**config.mk**
```make
export PLATFORM = sky130hd
export DESIGN_NAME = dd_main_bus
export DESIGN_NICKNAME = d
export VERILOG_FILES = /design/src/logic/dd_map_pkg.sv /design/src/logic/dd_io_pkg.sv /design/src/logic/dd_addr_decode.sv /design/src/logic/dd_ctrl_regs.sv /design/src/logic/dd_irq_latch.sv /design/src/logic/dd_cabinet_in.sv /design/src/logic/dd_read_mux.sv /design/src/logic/dd_main_bus.sv
export VERILOG_INCLUDE_DIRS = /design/src /design/src/logic
export SDC_FILE = /design/constraint.sdc
export NUM_CORES = 1
export LEC_CHECK = 0
export ABC_AREA = 1
export CAP_MARGIN = 15
export CORE_AREA = 8 8 107 109
export CTS_CLUSTER_DIAMETER = 100
export DETAILED_ROUTE_END_ITERATION = 10
export DIE_AREA = 0 0 115 117
export DONT_BUFFER_PORTS = 1
export GPL_ROUTABILITY_DRIVEN = 0
export PLACE_DENSITY = 0.66
export SYNTH_ARGS = -nofsm -noshare
export SYNTH_HDL_FRONTEND = slang
export SYNTH_SLANG_ARGS = --single-unit
export TNS_END_PERCENT = 20
```
**constraint.sdc**
```tcl
create_clock -name clk -period 1.65 [get_ports clk]
set_input_delay 0.0825 -clock clk [delete_from_list [all_inputs] [get_ports clk]]
set_output_delay 0.0825 -clock clk [all_outputs]
set_load 0.005 [all_outputs]
```
**src/logic/dd_bus_cfg.svh**
```systemverilog
/* Bus controller widths and address map constants */

`ifndef DD_BUS_CFG_SVH
`define DD_BUS_CFG_SVH

// ROM bank register width
`define DD_BANK_W     3
// Scroll position, 8 bits plus the misc high bit
`define DD_SCROLL_W   9
// Address shared with RAM and video devices
`define DD_AB_W       13
// Full ROM address
`define DD_ROM_AW     18

// Upper ROM address bits for each window
`define DD_BANKED_PFX 1'b0
`define DD_FIXED_PFX  3'b100

`endif

```
**src/logic/dd_map_pkg.sv**
```systemverilog
/* Address map types: decoded region and write register codes */

package dd_map_pkg;

    // Region hit by a bus cycle
    typedef enum logic [3:0] {
        region_none   = 4'd0,
        region_ram    = 4'd1,
        region_pal    = 4'd2,
        region_char   = 4'd3,
        region_com    = 4'd4,
        region_obj    = 4'd5,
        region_scr    = 4'd6,
        region_io     = 4'd7,
        region_rom    = 4'd8,   // Fixed window, 0x8000 up
        region_banked = 4'd9    // Paged window, 0x4000 to 0x7FFF
    } dd_region_e;

    // Write-only registers in the io block, A3 set
    typedef enum logic [3:0] {
        wreg_none      = 4'd0,
        wreg_misc      = 4'd1,
        wreg_hscr      = 4'd2,
        wreg_vscr      = 4'd3,
        wreg_nmi_clr   = 4'd4,
        wreg_firq_clr  = 4'd5,
        wreg_irq_clr   = 4'd6,
        wreg_snd_latch = 4'd7,
        wreg_mcu_nmi   = 4'd8
    } dd_wreg_e;

endpackage

```
**src/logic/dd_io_pkg.sv**
```systemverilog
/* Cabinet I/O types: input port codes and misc register layout */

`include "dd_bus_cfg.svh"

package dd_io_pkg;

    // Misc register, MSB first
    typedef struct packed {
        logic [`DD_BANK_W-1:0] bank;
        logic                  mcu_halt;
        logic                  snd_rstb;
        logic                  flip;
        logic                  vscr_hi;   // V scroll bit 8
        logic                  hscr_hi;   // H scroll bit 8
    } dd_misc_t;

    // Cabinet read ports, selected by A[3:0]
    typedef enum logic [3:0] {
        port_p1   = 4'd0,
        port_p2   = 4'd1,
        port_sys  = 4'd2,
        port_dipa = 4'd3,
        port_dipb = 4'd4
    } dd_io_port_e;

endpackage

```
**src/logic/dd_addr_decode.sv**
```systemverilog
/* Stage 1 address decoder: device selects, write register code, ROM address */

`include "dd_bus_cfg.svh"

module dd_addr_decode import dd_map_pkg::*; (
    input  logic                  clk,
    input  logic                  rst,
    input  logic                  cpu_cen,
    input  logic [15:0]           addr,
    input  logic                  rnw,
    input  logic [7:0]            cpu_dout,
    input  logic [`DD_BANK_W-1:0] bank,
    output logic                  stb,
    output logic                  rd,
    output dd_region_e            region,
    output dd_wreg_e              wreg,
    output logic [7:0]            wdata,
    output logic [`DD_AB_W-1:0]   cpu_ab,
    output logic [`DD_ROM_AW-1:0] rom_addr,
    output logic                  ram_cs,
    output logic                  pal_cs,
    output logic                  char_cs,
    output logic                  com_cs,
    output logic                  obj_cs,
    output logic                  scr_cs,
    output logic                  rom_cs
);

    dd_region_e            region_d;
    dd_wreg_e              wreg_d;
    logic [`DD_ROM_AW-1:0] rom_addr_d;

    // Map decode
    always_comb begin
        region_d = region_none;
        wreg_d   = wreg_none;
        if (addr[15:14] == 2'b00) begin
            case (addr[13:11])
                3'd0, 3'd1: region_d = region_ram;
                3'd2:       region_d = region_pal;
                3'd3:       region_d = region_char;
                3'd4:       region_d = region_com;
                3'd5:       region_d = region_obj;
                3'd6:       region_d = region_scr;
                default:    region_d = region_io;
            endcase
            // Register writes need A3 high
            if (addr[13:11] == 3'd7 && !rnw && addr[3]) begin
                case (addr[2:0])
                    3'd0:    wreg_d = wreg_misc;
                    3'd1:    wreg_d = wreg_hscr;
                    3'd2:    wreg_d = wreg_vscr;
                    3'd3:    wreg_d = wreg_nmi_clr;
                    3'd4:    wreg_d = wreg_firq_clr;
                    3'd5:    wreg_d = wreg_irq_clr;
                    3'd6:    wreg_d = wreg_snd_latch;
                    default: wreg_d = wreg_mcu_nmi;
                endcase
            end
        end else if (!addr[15]) begin
            region_d = region_banked;
        end else begin
            region_d = region_rom;
        end
    end

    // Banked window pages through the bank register
    always_comb begin
        if (region_d == region_banked)
            rom_addr_d = {`DD_BANKED_PFX, bank, addr[13:0]};
        else
            rom_addr_d = {`DD_FIXED_PFX, addr[14], addr[13:0]};
    end

    // Control side, qualified by the strobe
    always_ff @(posedge clk or posedge rst) begin
        if (rst) begin
            stb     <= 1'b0;
            rd      <= 1'b0;
            region  <= region_none;
            wreg    <= wreg_none;
            ram_cs  <= 1'b0;
            pal_cs  <= 1'b0;
            char_cs <= 1'b0;
            com_cs  <= 1'b0;
            obj_cs  <= 1'b0;
            scr_cs  <= 1'b0;
            rom_cs  <= 1'b0;
        end else begin
            stb     <= cpu_cen;
            rd      <= cpu_cen && rnw;
            region  <= cpu_cen ? region_d : region_none;
            wreg    <= cpu_cen ? wreg_d : wreg_none;
            ram_cs  <= cpu_cen && region_d == region_ram;
            pal_cs  <= cpu_cen && region_d == region_pal;
            char_cs <= cpu_cen && region_d == region_char;
            com_cs  <= cpu_cen && region_d == region_com;
            obj_cs  <= cpu_cen && region_d == region_obj;
            scr_cs  <= cpu_cen && region_d == region_scr;
            rom_cs  <= cpu_cen && (region_d == region_rom || region_d == region_banked);
        end
    end

    // Payload, held between cycles
    always_ff @(posedge clk) begin
        if (cpu_cen) begin
            wdata    <= cpu_dout;
            cpu_ab   <= addr[`DD_AB_W-1:0];
            rom_addr <= rom_addr_d;
        end
    end

endmodule

```
**src/logic/dd_ctrl_regs.sv**
```systemverilog
/* Write-only control registers, sound latch, MCU NMI and interrupt clear pulses */

`include "dd_bus_cfg.svh"

module dd_ctrl_regs import dd_map_pkg::*, dd_io_pkg::*; (
    input  logic                    clk,
    input  logic                    rst,
    input  logic                    stb,
    input  dd_wreg_e                wreg,
    input  logic [7:0]              wdata,
    output logic [`DD_SCROLL_W-1:0] scrhpos,
    output logic [`DD_SCROLL_W-1:0] scrvpos,
    output logic                    flip,
    output logic                    snd_rstb,
    output logic                    mcu_halt,
    output logic [`DD_BANK_W-1:0]   bank,
    output logic [7:0]              snd_latch,
    output logic                    snd_irq,
    output logic                    mcu_nmi_set,
    output logic                    nmi_clr,
    output logic                    firq_clr,
    output logic                    irq_clr
);

    dd_misc_t misc;

    assign misc = dd_misc_t'(wdata);

    // Clears act on the same edge as the register writes
    assign nmi_clr  = stb && wreg == wreg_nmi_clr;
    assign firq_clr = stb && wreg == wreg_firq_clr;
    assign irq_clr  = stb && wreg == wreg_irq_clr;

    always_ff @(posedge clk or posedge rst) begin
        if (rst) begin
            scrhpos     <= '0;
            scrvpos     <= '0;
            flip        <= 1'b0;
            snd_rstb    <= 1'b0;
            mcu_halt    <= 1'b0;
            bank        <= '0;
            snd_irq     <= 1'b0;
            mcu_nmi_set <= 1'b0;
        end else begin
            // One-cycle pulses
            snd_irq     <= stb && wreg == wreg_snd_latch;
            mcu_nmi_set <= stb && wreg == wreg_mcu_nmi;
            if (stb) begin
                case (wreg)
                    wreg_hscr: scrhpos[7:0] <= wdata;
                    wreg_vscr: scrvpos[7:0] <= wdata;
                    wreg_misc: begin
                        // Scroll bit 8 lives in misc
                        scrhpos[`DD_SCROLL_W-1] <= misc.hscr_hi;
                        scrvpos[`DD_SCROLL_W-1] <= misc.vscr_hi;
                        flip     <= misc.flip;
                        snd_rstb <= misc.snd_rstb;
                        mcu_halt <= misc.mcu_halt;
                        bank     <= misc.bank;
                    end
                    default: ;
                endcase
            end
        end
    end

    // Latch for the sound CPU
    always_ff @(posedge clk) begin
        if (stb && wreg == wreg_snd_latch)
            snd_latch <= wdata;
    end

endmodule

```
**src/logic/dd_irq_latch.sv**
```systemverilog
/* NMI, FIRQ and IRQ edge latches with register clears */

module dd_irq_latch (
    input  logic clk,
    input  logic rst,
    input  logic vbl,
    input  logic dip_pause,
    input  logic ims,
    input  logic mcu_irqmain,
    input  logic nmi_clr,
    input  logic firq_clr,
    input  logic irq_clr,
    output logic nmi_n,
    output logic firq_n,
    output logic irq_n
);

    // Bit order NMI, FIRQ, IRQ
    logic [2:0] src;
    logic [2:0] src_l;
    logic [2:0] clr;
    logic [2:0] pend;

    // Pause switch masks the VBL interrupt
    assign src = {vbl & dip_pause, ims, mcu_irqmain};
    assign clr = {nmi_clr, firq_clr, irq_clr};

    always_ff @(posedge clk or posedge rst) begin
        if (rst) begin
            src_l <= '0;
            pend  <= '0;
        end else begin
            src_l <= src;
            // Set has priority over a simultaneous clear
            pend  <= (src & ~src_l) | (pend & ~clr);
        end
    end

    assign nmi_n  = ~pend[2];
    assign firq_n = ~pend[1];
    assign irq_n  = ~pend[0];

endmodule

```
**src/logic/dd_cabinet_in.sv**
```systemverilog
/* Cabinet input formatting: joysticks, buttons, coins and DIP switches */

module dd_cabinet_in import dd_io_pkg::*; (
    input  logic       clk,
    input  logic       rst,
    input  logic       cpu_cen,
    input  logic       rnw,
    input  logic [15:0] addr,
    input  logic [1:0] start_button,
    input  logic [1:0] coin_input,
    input  logic [6:0] joystick1,
    input  logic [6:0] joystick2,
    input  logic       mcu_ban,
    input  logic       vbl,
    input  logic       dip_test,
    input  logic [7:0] dipsw_a,
    input  logic [7:0] dipsw_b,
    output logic [7:0] cab_dout
);

    logic io_rd;

    // Up and down swap places on the board
    function automatic logic [5:0] fix_joy(input logic [5:0] joy);
        return {joy[5:4], joy[2], joy[3], joy[1:0]};
    endfunction

    // io block, 0x3800 to 0x3FFF
    assign io_rd = cpu_cen && rnw && addr[15:14] == 2'b00 && addr[13:11] == 3'd7;

    always_ff @(posedge clk or posedge rst) begin
        if (rst) begin
            cab_dout <= 8'hff;
        end else if (io_rd) begin
            case (dd_io_port_e'(addr[3:0]))
                port_p1:   cab_dout <= {start_button, fix_joy(joystick1[5:0])};
                port_p2:   cab_dout <= {coin_input, fix_joy(joystick2[5:0])};
                // Upper bits float high
                port_sys:  cab_dout <= {3'b111, mcu_ban, vbl,
                                        joystick2[6], joystick1[6], dip_test};
                port_dipa: cab_dout <= dipsw_a;
                port_dipb: cab_dout <= dipsw_b;
                default:   cab_dout <= 8'hff;
            endcase
        end
    end

endmodule

```
**src/logic/dd_read_mux.sv**
```systemverilog
/* Registered CPU read data select */

module dd_read_mux import dd_map_pkg::*; (
    input  logic       clk,
    input  logic       rst,
    input  logic       stb,
    input  logic       rd,
    input  dd_region_e region,
    input  logic [7:0] ram_dout,
    input  logic [7:0] pal_dout,
    input  logic [7:0] char_dout,
    input  logic [7:0] mcu_ram,
    input  logic [7:0] obj_dout,
    input  logic [7:0] scr_dout,
    input  logic [7:0] rom_data,
    input  logic [7:0] cab_dout,
    output logic [7:0] cpu_din
);

    // Held until the next strobed read
    always_ff @(posedge clk or posedge rst) begin
        if (rst) begin
            cpu_din <= 8'hff;
        end else if (stb && rd) begin
            case (region)
                region_ram:    cpu_din <= ram_dout;
                region_com:    cpu_din <= mcu_ram;   // Shared with the MCU
                region_pal:    cpu_din <= pal_dout;
                region_char:   cpu_din <= char_dout;
                region_obj:    cpu_din <= obj_dout;
                region_scr:    cpu_din <= scr_dout;
                region_rom,
                region_banked: cpu_din <= rom_data;
                region_io:     cpu_din <= cab_dout;
                default:       cpu_din <= 8'hff;
            endcase
        end
    end

endmodule

```
**src/logic/dd_main_bus.sv**
```systemverilog
/* Main CPU bus controller top level */

`include "dd_bus_cfg.svh"

module dd_main_bus import dd_map_pkg::*; (
    input  logic                    clk,
    input  logic                    rst,
    // CPU bus
    input  logic                    cpu_cen,
    input  logic [15:0]             addr,
    input  logic                    rnw,
    input  logic [7:0]              cpu_dout,
    output logic [7:0]              cpu_din,
    output logic [`DD_AB_W-1:0]     cpu_ab,
    output logic                    nmi_n,
    output logic                    firq_n,
    output logic                    irq_n,
    // Interrupt sources
    input  logic                    vbl,
    input  logic                    ims,
    input  logic                    dip_pause,
    // MCU
    input  logic [7:0]              mcu_ram,
    input  logic                    mcu_irqmain,
    input  logic                    mcu_ban,
    output logic                    mcu_nmi_set,
    output logic                    mcu_halt,
    output logic                    com_cs,
    // Devices
    output logic                    ram_cs,
    input  logic [7:0]              ram_dout,
    output logic                    pal_cs,
    input  logic [7:0]              pal_dout,
    output logic                    char_cs,
    input  logic [7:0]              char_dout,
    output logic                    obj_cs,
    input  logic [7:0]              obj_dout,
    output logic                    scr_cs,
    input  logic [7:0]              scr_dout,
    output logic                    rom_cs,
    output logic [`DD_ROM_AW-1:0]   rom_addr,
    input  logic [7:0]              rom_data,
    // Video and sound control
    output logic                    flip,
    output logic [`DD_SCROLL_W-1:0] scrhpos,
    output logic [`DD_SCROLL_W-1:0] scrvpos,
    output logic                    snd_rstb,
    output logic                    snd_irq,
    output logic [7:0]              snd_latch,
    // Cabinet
    input  logic [1:0]              start_button,
    input  logic [1:0]              coin_input,
    input  logic [6:0]              joystick1,
    input  logic [6:0]              joystick2,
    input  logic                    dip_test,
    input  logic [7:0]              dipsw_a,
    input  logic [7:0]              dipsw_b
);

    logic                  stb;
    logic                  rd;
    dd_region_e            region;
    dd_wreg_e              wreg;
    logic [7:0]            wdata;
    logic [`DD_BANK_W-1:0] bank;
    logic [7:0]            cab_dout;
    logic                  nmi_clr;
    logic                  firq_clr;
    logic                  irq_clr;

    // Stage 1
    dd_addr_decode u_decode (
        .clk      (clk),
        .rst      (rst),
        .cpu_cen  (cpu_cen),
        .addr     (addr),
        .rnw      (rnw),
        .cpu_dout (cpu_dout),
        .bank     (bank),
        .stb      (stb),
        .rd       (rd),
        .region   (region),
        .wreg     (wreg),
        .wdata    (wdata),
        .cpu_ab   (cpu_ab),
        .rom_addr (rom_addr),
        .ram_cs   (ram_cs),
        .pal_cs   (pal_cs),
        .char_cs  (char_cs),
        .com_cs   (com_cs),
        .obj_cs   (obj_cs),
        .scr_cs   (scr_cs),
        .rom_cs   (rom_cs)
    );

    // Stage 2 write side
    dd_ctrl_regs u_regs (
        .clk         (clk),
        .rst         (rst),
        .stb         (stb),
        .wreg        (wreg),
        .wdata       (wdata),
        .scrhpos     (scrhpos),
        .scrvpos     (scrvpos),
        .flip        (flip),
        .snd_rstb    (snd_rstb),
        .mcu_halt    (mcu_halt),
        .bank        (bank),
        .snd_latch   (snd_latch),
        .snd_irq     (snd_irq),
        .mcu_nmi_set (mcu_nmi_set),
        .nmi_clr     (nmi_clr),
        .firq_clr    (firq_clr),
        .irq_clr     (irq_clr)
    );

    dd_irq_latch u_irq (
        .clk         (clk),
        .rst         (rst),
        .vbl         (vbl),
        .dip_pause   (dip_pause),
        .ims         (ims),
        .mcu_irqmain (mcu_irqmain),
        .nmi_clr     (nmi_clr),
        .firq_clr    (firq_clr),
        .irq_clr     (irq_clr),
        .nmi_n       (nmi_n),
        .firq_n      (firq_n),
        .irq_n       (irq_n)
    );

    // Sampled alongside stage 1
    dd_cabinet_in u_cab (
        .clk          (clk),
        .rst          (rst),
        .cpu_cen      (cpu_cen),
        .rnw          (rnw),
        .addr         (addr),
        .start_button (start_button),
        .coin_input   (coin_input),
        .joystick1    (joystick1),
        .joystick2    (joystick2),
        .mcu_ban      (mcu_ban),
        .vbl          (vbl),
        .dip_test     (dip_test),
        .dipsw_a      (dipsw_a),
        .dipsw_b      (dipsw_b),
        .cab_dout     (cab_dout)
    );

    // Stage 2 read side
    dd_read_mux u_rmux (
        .clk       (clk),
        .rst       (rst),
        .stb       (stb),
        .rd        (rd),
        .region    (region),
        .ram_dout  (ram_dout),
        .pal_dout  (pal_dout),
        .char_dout (char_dout),
        .mcu_ram   (mcu_ram),
        .obj_dout  (obj_dout),
        .scr_dout  (scr_dout),
        .rom_data  (rom_data),
        .cab_dout  (cab_dout),
        .cpu_din   (cpu_din)
    );

endmodule

```
==> summary.md, run 1 <==
| Metric | Value |
|---|---|
| First-pass GRT wire length | `approximately 20000 um` |
| Comb pwr share | `0.099` |
| Rel. slew slack | `0.671` |
| Crit end category | `register` |
| Root buf cell | `clkbuf_8` |
| Drt pass-1 iters | `5` |
| Mapped cell area | `approximately 4700 um2` |
| Asr flop ratio synth | `0.653` |
| Die Y | `roughly 120 um` |
| Clock share of power | `0.338` |
| Filler cell count | `just over 900` |
| Psw | `between 1 and 1.5 mW` |
| Deepest clock path buffer count | `2` |
| Initial DRC count | `approximately 260` |
| Rows | `37` |
| Setup ws final | `around 73 ps` |
| Post-route DRC | `0` |
| Synth top area share | `0.254` |
| Layout area overhead | `16.1%` |
| Switch share | `0.245` |
| Vias | `roughly 3800` |
| CP max FO | `4` |
| Int Pwr | `between 3 and 4 mW` |
| WL final | `about 13000 um` |
| Register area share after synthesis | `0.558` |
| Port Buffers | `0` |
| Synth Area per Inst | `~8.4 um2` |
| Share of cells above drive strength 1 | `0.113` |
| Worst min-delay path class | `input port to register` |
| Crit-path cells | `dlygate4sd3_1, inv_1, nand2_2, nor2_1, inv_1, nor4_1, dlygate4sd3_1` |
| Fmax | `roughly 630 MHz` |
| Routed Antenna Nets | `0` |
| WL/cell | `around 18 um` |
| Overall Power | `~5.1 mW` |
| Setup_tns | `0 ps` |
| Num CTS Buffers | `9` |
| Buf/Inv on CP | `4` |
| Core ar. | `roughly 9900 um2` |
| Worst-Skew Late Latency | `roughly 350 ps` |
| Postcts setup bufs | `0` |
| Die area | `about 13000 um2` |
| Io pins | `204` |
| Pwr/cell area | `920 nW/um2` |
| Chip width | `115 um` |
| Post-synthesis net count | `694` |
| Max cap viols | `0` |
| RSZ-0062 raised after global routing | `yes` |
| Final period util | `0.956` |
| Top cells by area in the synthesized netlist | `dfrtp_1, edfxtp_1, nand2_1, dfstp_2, nor2_1` |
| Pre-CTS setup slack | `-104 ps` |
| Area leader, netlist | `dfrtp_1` |
| Status | `completed` |
| Yosys warns | `0` |
| Multi-input gate area | `roughly 1700 um2` |
| Worst VDD drop | `roughly 0.00056 V` |
| Critical path launch point type | `input port` |
| Reg clk slew, reported paths | `approximately 90 ps` |
| Slew @ Worst Pin | `492 ps` |
| H-tree levels | `3` |
| Synth unique cells | `28` |
| Post-synth EDFFs | `34` |
| Leakage | `2.62 nW` |
| Worst EP arrival | `~1900 ps` |
| Vias in the first global route | `between 3000 and 4000` |
| Sequential share of power | `0.564` |
| Total gr overflow | `0` |
| Top_reg_cell synth | `dfrtp_1` |
| Commonest non-fill, non-tap cell in the layout | `nand2_1` |
| Initial core utilization | `0.478` |
| CP peak stage delay | `~600 ps` |
| DP Cell Count | `691` |
| Storage cell area | `2640 um2` |
| Crit Path Category | `input port to register` |
| Via-to-Cell Ratio | `approximately 5` |
| Crit-path slowest cell | `dlygate4sd3_1` |
| Final HPWL from detailed placement | `9740 um` |
| Final #Nets | `roughly 730` |
| Most frequent cells in the layout | `nand2_1, nor2_1, inv_1, nand3_1, dfrtp_1` |
| Hold WS | `approximately 12 ps` |
| Final Critical Period | `around 1600 ps` |
| Ant. Diodes | `0` |
| Gate Count Post-Synth | `566` |
| Non-filler instance count after layout | `744` |
| Sinks on the clock net | `just under 100` |
| Final Hold Fails | `0` |
| Synthesized flop and latch total | `98` |
| GR Util All Layers | `0.192` |
| Worst EP required | `a little under 2000 ps` |
| Initial antenna violation count | `0` |
| Critical path's top delay family | `buffers and inverters` |
| Final Slew Violations | `0` |
| Worst Skew | `7.71 ps` |
| Largest net degree at the start of global routing | `35` |
| # setup viols final | `0` |
| CTS tree | `built` |
[sequential cells by signal, summed over array words and instances (netlist names), 3 cells and up]
signal,cells
u_cab.cab_dout,8
u_decode.region,4
u_decode.rom_addr,18
u_decode.wdata,8
u_decode.wreg,4
u_irq.pend,3
u_irq.src_l,3
u_regs.bank,3
u_regs.scrhpos,9
u_regs.scrvpos,9
u_regs.snd_latch,8
u_rmux.cpu_din,8
[final timing paths]
kind,from,to,slack (ps),depth (start not counted)
max reg2reg,u_decode.region[1]$_DFF_PP0_,u_rmux.cpu_din[7]$_DFFE_PP1P_,110,8
min,rnw,u_decode.wreg[1]$_DFF_PP0_,10,3
max in group asynchronous,rst,u_rmux.cpu_din[3]$_DFFE_PP1P_,840,3
max,addr[15],u_decode.char_cs$_DFF_PP0_,70,7
min reg2reg,u_irq.src_l[1]$_DFF_PP0_,u_irq.pend[1]$_DFF_PP0_,440,1
min in group asynchronous,rst,u_regs.bank[0]$_DFFE_PP0P_,220,2
[layer usage]
metal / wire (um) / GRT usage / vias to the layer above / part of all wire
met1: 5240 / 0.218 / 1774 / 0.40
met5: 0 / 0 / - / 0
met3: 1020 / 0.0636 / 22 / 0.078
met4: 329 / 0.0876 / 0 / 0.025
li1: - / - / 1856 / -
met2: 6460 / 0.324 / 162 / 0.49
[layout make-up]
class,instances,share of cell area
Multi-Input combinational cell,372,0.303
Sequential cell,98,0.481
Clock buffer,11,0.0239
Tap cell,136,0.0310
Inverter,71,0.0492
Timing Repair Buffer,51,0.0961
Clock inverter,5,0.0155
[power groups by stage]
stage / Clock (mW) / Sequential, mW / Combinational, mW
floorplan: 0 / 2.85 / 0.341
global placement: 0 / 2.90 / 0.387
detailed placement: 0 / 2.90 / 0.400
CTS: 1.76 / 2.85 / 0.494
global route: 1.86 / 2.87 / 0.565
finish: 1.71 / 2.85 / 0.498
[synthesized netlist by cell type (3+ instances only)]
| master | n |
|---|---|
| inv_1 | 66 |
| buf_4 | 16 |
| inv_2 | 4 |
| dfstp_2 | 16 |
| clkbuf_1 | 5 |
| o21ai_0 | 27 |
| dfrtp_1 | 48 |
| edfxtp_1 | 34 |
| ha_1 | 4 |
| nand3b_1 | 3 |
| nor2_1 | 98 |
| nand4_1 | 9 |
| nand3_1 | 61 |
| buf_2 | 4 |
| nor3_1 | 5 |
| nand2_1 | 140 |
| nor2_2 | 3 |
| or2_2 | 8 |
[per-stage QoR]
stage,utilization,instance area [um2]
2_1_floorplan,-,4740
3_3_place_gp,0.492,4880
3_5_place_dp,0.492,4880
4_1_cts,0.552,5470
5_1_grt,0.555,5490
6_report,0.555,5490
[worst register-to-register path, cell delays in order (launching register included)]
cell and delay [ps]:
dfrtp_1 440, inv_2 60, nor2_2 390, nand2_1 230, nor2_1 140, nor2_1 60, nand3_1 80, nand2_1 50
inv_1 50
[kinds of logic (layout without fill, tap and decap cells)]
| family | count (synthesis) | in the layout | share of synthesized area |
|---|---|---|---|
| fa+ha+maj | 4 | 4 | 0.0106 |
| simple gates | 335 | 335 | 0.305 |
| buf+inv | 96 | 138 | 0.0899 |
| compound gates | 33 | 33 | 0.0365 |
| flops | 98 | 98 | 0.558 |
[what timing repair did]
item	4_1_cts	5_1_grt
hold buffers	36	0
cloned	0	1
resized for setup	1	1
hold endpoints to repair	136	0
pin swaps	0	0
setup endpoints to repair	5	2
Power figures use the tool's default switching activity.
==> inputs of run 2 (changes only) <==
--- a/config.mk
+++ b/config.mk
@@ -8,8 +8,7 @@
 export LEC_CHECK = 0
-export ABC_AREA = 1
 export CAP_MARGIN = 15
-export CORE_AREA = 8 8 107 109
+export CORE_AREA = 8 8 101 112
 export CTS_CLUSTER_DIAMETER = 100
 export DETAILED_ROUTE_END_ITERATION = 10
-export DIE_AREA = 0 0 115 117
+export DIE_AREA = 0 0 109 120
 export DONT_BUFFER_PORTS = 1
--- a/constraint.sdc
+++ b/constraint.sdc
@@ -3,2 +3,2 @@
 set_output_delay 0.0825 -clock clk [all_outputs]
-set_load 0.005 [all_outputs]
+set_load 0.05 [all_outputs]
==> run 2 against run 1 <==
Die area is 2.8% lower. Worst hold slack gained 7.2 ps. Cell count down 26%. Sequential power increased by 6%. Largest cell class unchanged. Cell area is essentially flat. Combinational power up 53%. Synthesized area decreased by 3.7%. Synthesized cell count down 36%. Routed wire length fell by 7.7%. Clock power shrank 13%.
==> summary.md, run 2 <==
| Metric | Value |
|---|---|
| Io pins | `about 200` |
| Synth Area per Inst | `between 10 and 15 um2` |
| Layout area overhead | `20.5%` |
| Worst R2R Start | `u_decode.region[1]$_DFF_PP0_` |
| Setup ws final | `roughly 55 ps` |
| # setup viols final | `0` |
| Pre-CTS setup slack | `-59.9 ps` |
| First-pass GRT wire length | `between 15000 and 20000 um` |
| WL/cell | `approximately 22 um` |
| Mapped cell area | `4560 um2` |
| Largest net degree at the start of global routing | `34` |
| Design area | `about 5500 um2` |
| Top_reg_cell synth | `dfrtp_1` |
| Post-route DRC | `0` |
| Leakage | `between 2 and 2.5 nW` |
| Comb pwr share | `0.144` |
| Drt pass-1 iters | `4` |
| Share of cells above drive strength 1 | `0.198` |
| Port Buffers | `0` |
| Reg clk slew, reported paths | `approximately 100 ps` |
| Filler cell count | `just under 800` |
| RSZ-0062 raised after global routing | `yes` |
| Area leader, netlist | `dfrtp_1` |
| Worst VDD drop | `0.000553 V` |
| Post-synthesis compound-gate area fraction | `0.149` |
| Final HPWL from detailed placement | `~8700 um` |
| Core ar. | `9560 um2` |
| Clock share of power | `0.283` |
| Synth Area in Adders | `0.0110` |
| CP max FO | `16` |
| Final period util | `0.967` |
| Post-layout util | `0.575` |
| Setup_tns | `0 ps` |
| Sequential share of power | `0.573` |
| Largest family of logic cells by synthesized area | `compound AO/OA/AOI/OAI gates` |
| Switch share | `0.313` |
| Die area | `about 13000 um2` |
| Biggest regs | `u_decode.rom_addr x18, u_regs.scrhpos x9, u_regs.scrvpos x9` |
| Chip width | `between 100 and 150 um` |
| Crit Path Category | `register to register` |
| Reg2reg end | `u_rmux.cpu_din[3]$_DFFE_PP1P_` |
| Most frequent cells in the layout | `dlygate4sd3_1, dfrtp_1, buf_4, mux2_1, edfxtp_1` |
| Yosys warns | `0` |
| Worst-Skew Late Latency | `about 370 ps` |
| Initial antenna violation count | `0` |
| R2r setup slk | `50 ps` |
| Most frequent cells after synthesis | `dfrtp_1, edfxtp_1, mux2_1, a22oi_1` |
| Storage cell area | `2640 um2` |
| Hold Startpoint | `addr[14]` |
| Final Hold Fails | `0` |
| GR Util All Layers | `0.181` |
| Worst Skew | `between 6 and 7 ps` |
| Fmax | `627 MHz` |
| Worst hold endpoint | `u_decode.region[0]$_DFF_PP0_` |
| Via-to-Cell Ratio | `between 5 and 6` |
| Ant. Diodes | `0` |
| Final #Nets | `roughly 550` |
| Status | `completed` |
| H-tree levels | `3` |
| Rows | `38` |
| CTS tree | `built` |
| Biggest register | `u_decode.rom_addr` |
| Post-Synth XOR/XNOR Area | `0` |
| Commonest non-fill, non-tap cell in the layout | `dlygate4sd3_1` |
| Top cells by area in the synthesized netlist | `dfrtp_1, edfxtp_1, dfstp_2, mux2_1, a22oi_1` |
| Post-Synth Simple-Gate Area | `0.0980` |
| Multi-input gate area | `1650 um2` |
| Routed Antenna Nets | `0` |
| Asr flop ratio synth | `0.653` |
| Crit end category | `register` |
| Slew @ Worst Pin | `between 600 and 700 ps` |
| Num CTS Buffers | `9` |
| R2r worst-path depth | `5` |
| Post-synth EDFFs | `34` |
| Most frequent cell after synthesis | `dfrtp_1` |
| Vias in the first global route | `between 3000 and 4000` |
| Die Y | `120 um` |
| Final Slew Violations | `0` |
| Placed cell areas | `4770 um2` |
| Final Critical Period | `1600 ps` |
| Multiplexer share of the synthesized area | `0.0978` |
| Register area share after synthesis | `0.580` |
| Gate Count Post-Synth | `approximately 360` |
| Worst EP arrival | `between 1500 and 2000 ps` |
| Post-synthesis net count | `between 400 and 500` |
| Rel. slew slack | `0.565` |
| Total gr overflow | `0` |
| Pwr/cell area | `about 960 nW/um2` |
| Root buf cell | `clkbuf_8` |
| Synthesized flop and latch total | `98` |
| Sinks on the clock net | `98` |
| Synth unique cells | `55` |
| Deepest clock path buffer count | `2` |
| Worst min-delay path class | `input port to register` |
| WL final | `approximately 12000 um` |
| Synth top area share | `0.264` |
| Int Pwr | `around 3.6 mW` |
| Vias | `roughly 3100` |
| Psw | `1.65 mW` |
| Max cap viols | `0` |
| Initial core utilization | `0.477` |
| Critical path launch point type | `register` |
| Number of flip-flops under the largest register name | `18` |
| Initial DRC count | `187` |
| Worst EP required | `just under 2000 ps` |
| Overall Power | `5.28 mW` |
| Worst Hold Depth | `2` |
==> run 2: power by group through the flow <==
stage | clock network, mW | registers, mW | logic [mW]
6_report | 1.49 | 3.02 | 0.761
5_1_grt | 1.65 | 3.05 | 0.815
4_1_cts | 1.55 | 3.03 | 0.758
3_5_place_dp | 0 | 3.08 | 0.627
3_3_place_gp | 0 | 3.07 | 0.617
2_1_floorplan | 0 | 3.15 | 0.424
==> run 2: final cells by class <==
type,instances,share of cell area
Clock inverter,7,0.0123
Clock buffer,9,0.0226
Sequential cell,98,0.481
Inverter,18,0.0130
Tap cell,120,0.0273
Timing Repair Buffer,85,0.143
Multi-Input combinational cell,212,0.301
==> run 2: logic make-up (layout without fill, tap and decap cells) <==
group                    after synthesis  after routing
AO/OA/AOI/OAI                         89             89
adder cells (fa/ha/maj)                4              4
buffers and inverters                 54            119
flip-flops                            98             98
multiplexers                          40             40
AND/OR/NAND/NOR                       79             79
==> run 2: worst max-delay path by stage <==
stage	start	cells after the start	slack [ps]	end
2_1_floorplan	u_decode.region[3]$_DFF_PP0_	4	60	u_rmux.cpu_din[6]$_DFFE_PP1P_
3_3_place_gp	u_decode.region[1]$_DFF_PP0_	4	-50	u_rmux.cpu_din[1]$_DFFE_PP1P_
3_5_place_dp	u_decode.region[1]$_DFF_PP0_	4	-60	u_rmux.cpu_din[1]$_DFFE_PP1P_
4_1_cts	u_decode.wreg[3]$_DFF_PP0_	3	20	u_regs.flip$_DFFE_PP0P_
5_1_grt	u_decode.region[1]$_DFF_PP0_	5	-2	u_rmux.cpu_din[3]$_DFFE_PP1P_
6_report	u_decode.region[1]$_DFF_PP0_	5	50	u_rmux.cpu_din[3]$_DFFE_PP1P_
==> run 2: what timing repair did <==
action,CTS,global route
gates resized for setup,1,6
buffers inserted,0,0
hold endpoints to repair,149,0
endpoints found under the setup margin,4,20
hold buffers,49,0
==> run 2: through the flow <==
| step | hold WS, ps | cells |
|---|---|---|
| floorplan | 114 | 364 |
| global placement | -13.6 | 484 |
| detailed placement | -12.7 | 484 |
| CTS | 1.81 | 549 |
| global route | 30.8 | 549 |
| finish | 19.2 | 549 |
==> run 2: per-layer routing <==
metal  vias up  GRT usage  share of wire
li1       1465          -              -
met5         -          0              0
met3        17     0.0434          0.063
met2       112      0.294           0.50
met4         0     0.0874          0.022
met1      1554      0.221           0.42
==> run 2: worst max-delay path: stages (launching register included) <==
cell and delay (ps):
dfrtp_2 490, buf_4 270, mux2_1 340, and3_1 180, o21bai_1 150, a31oi_1 90
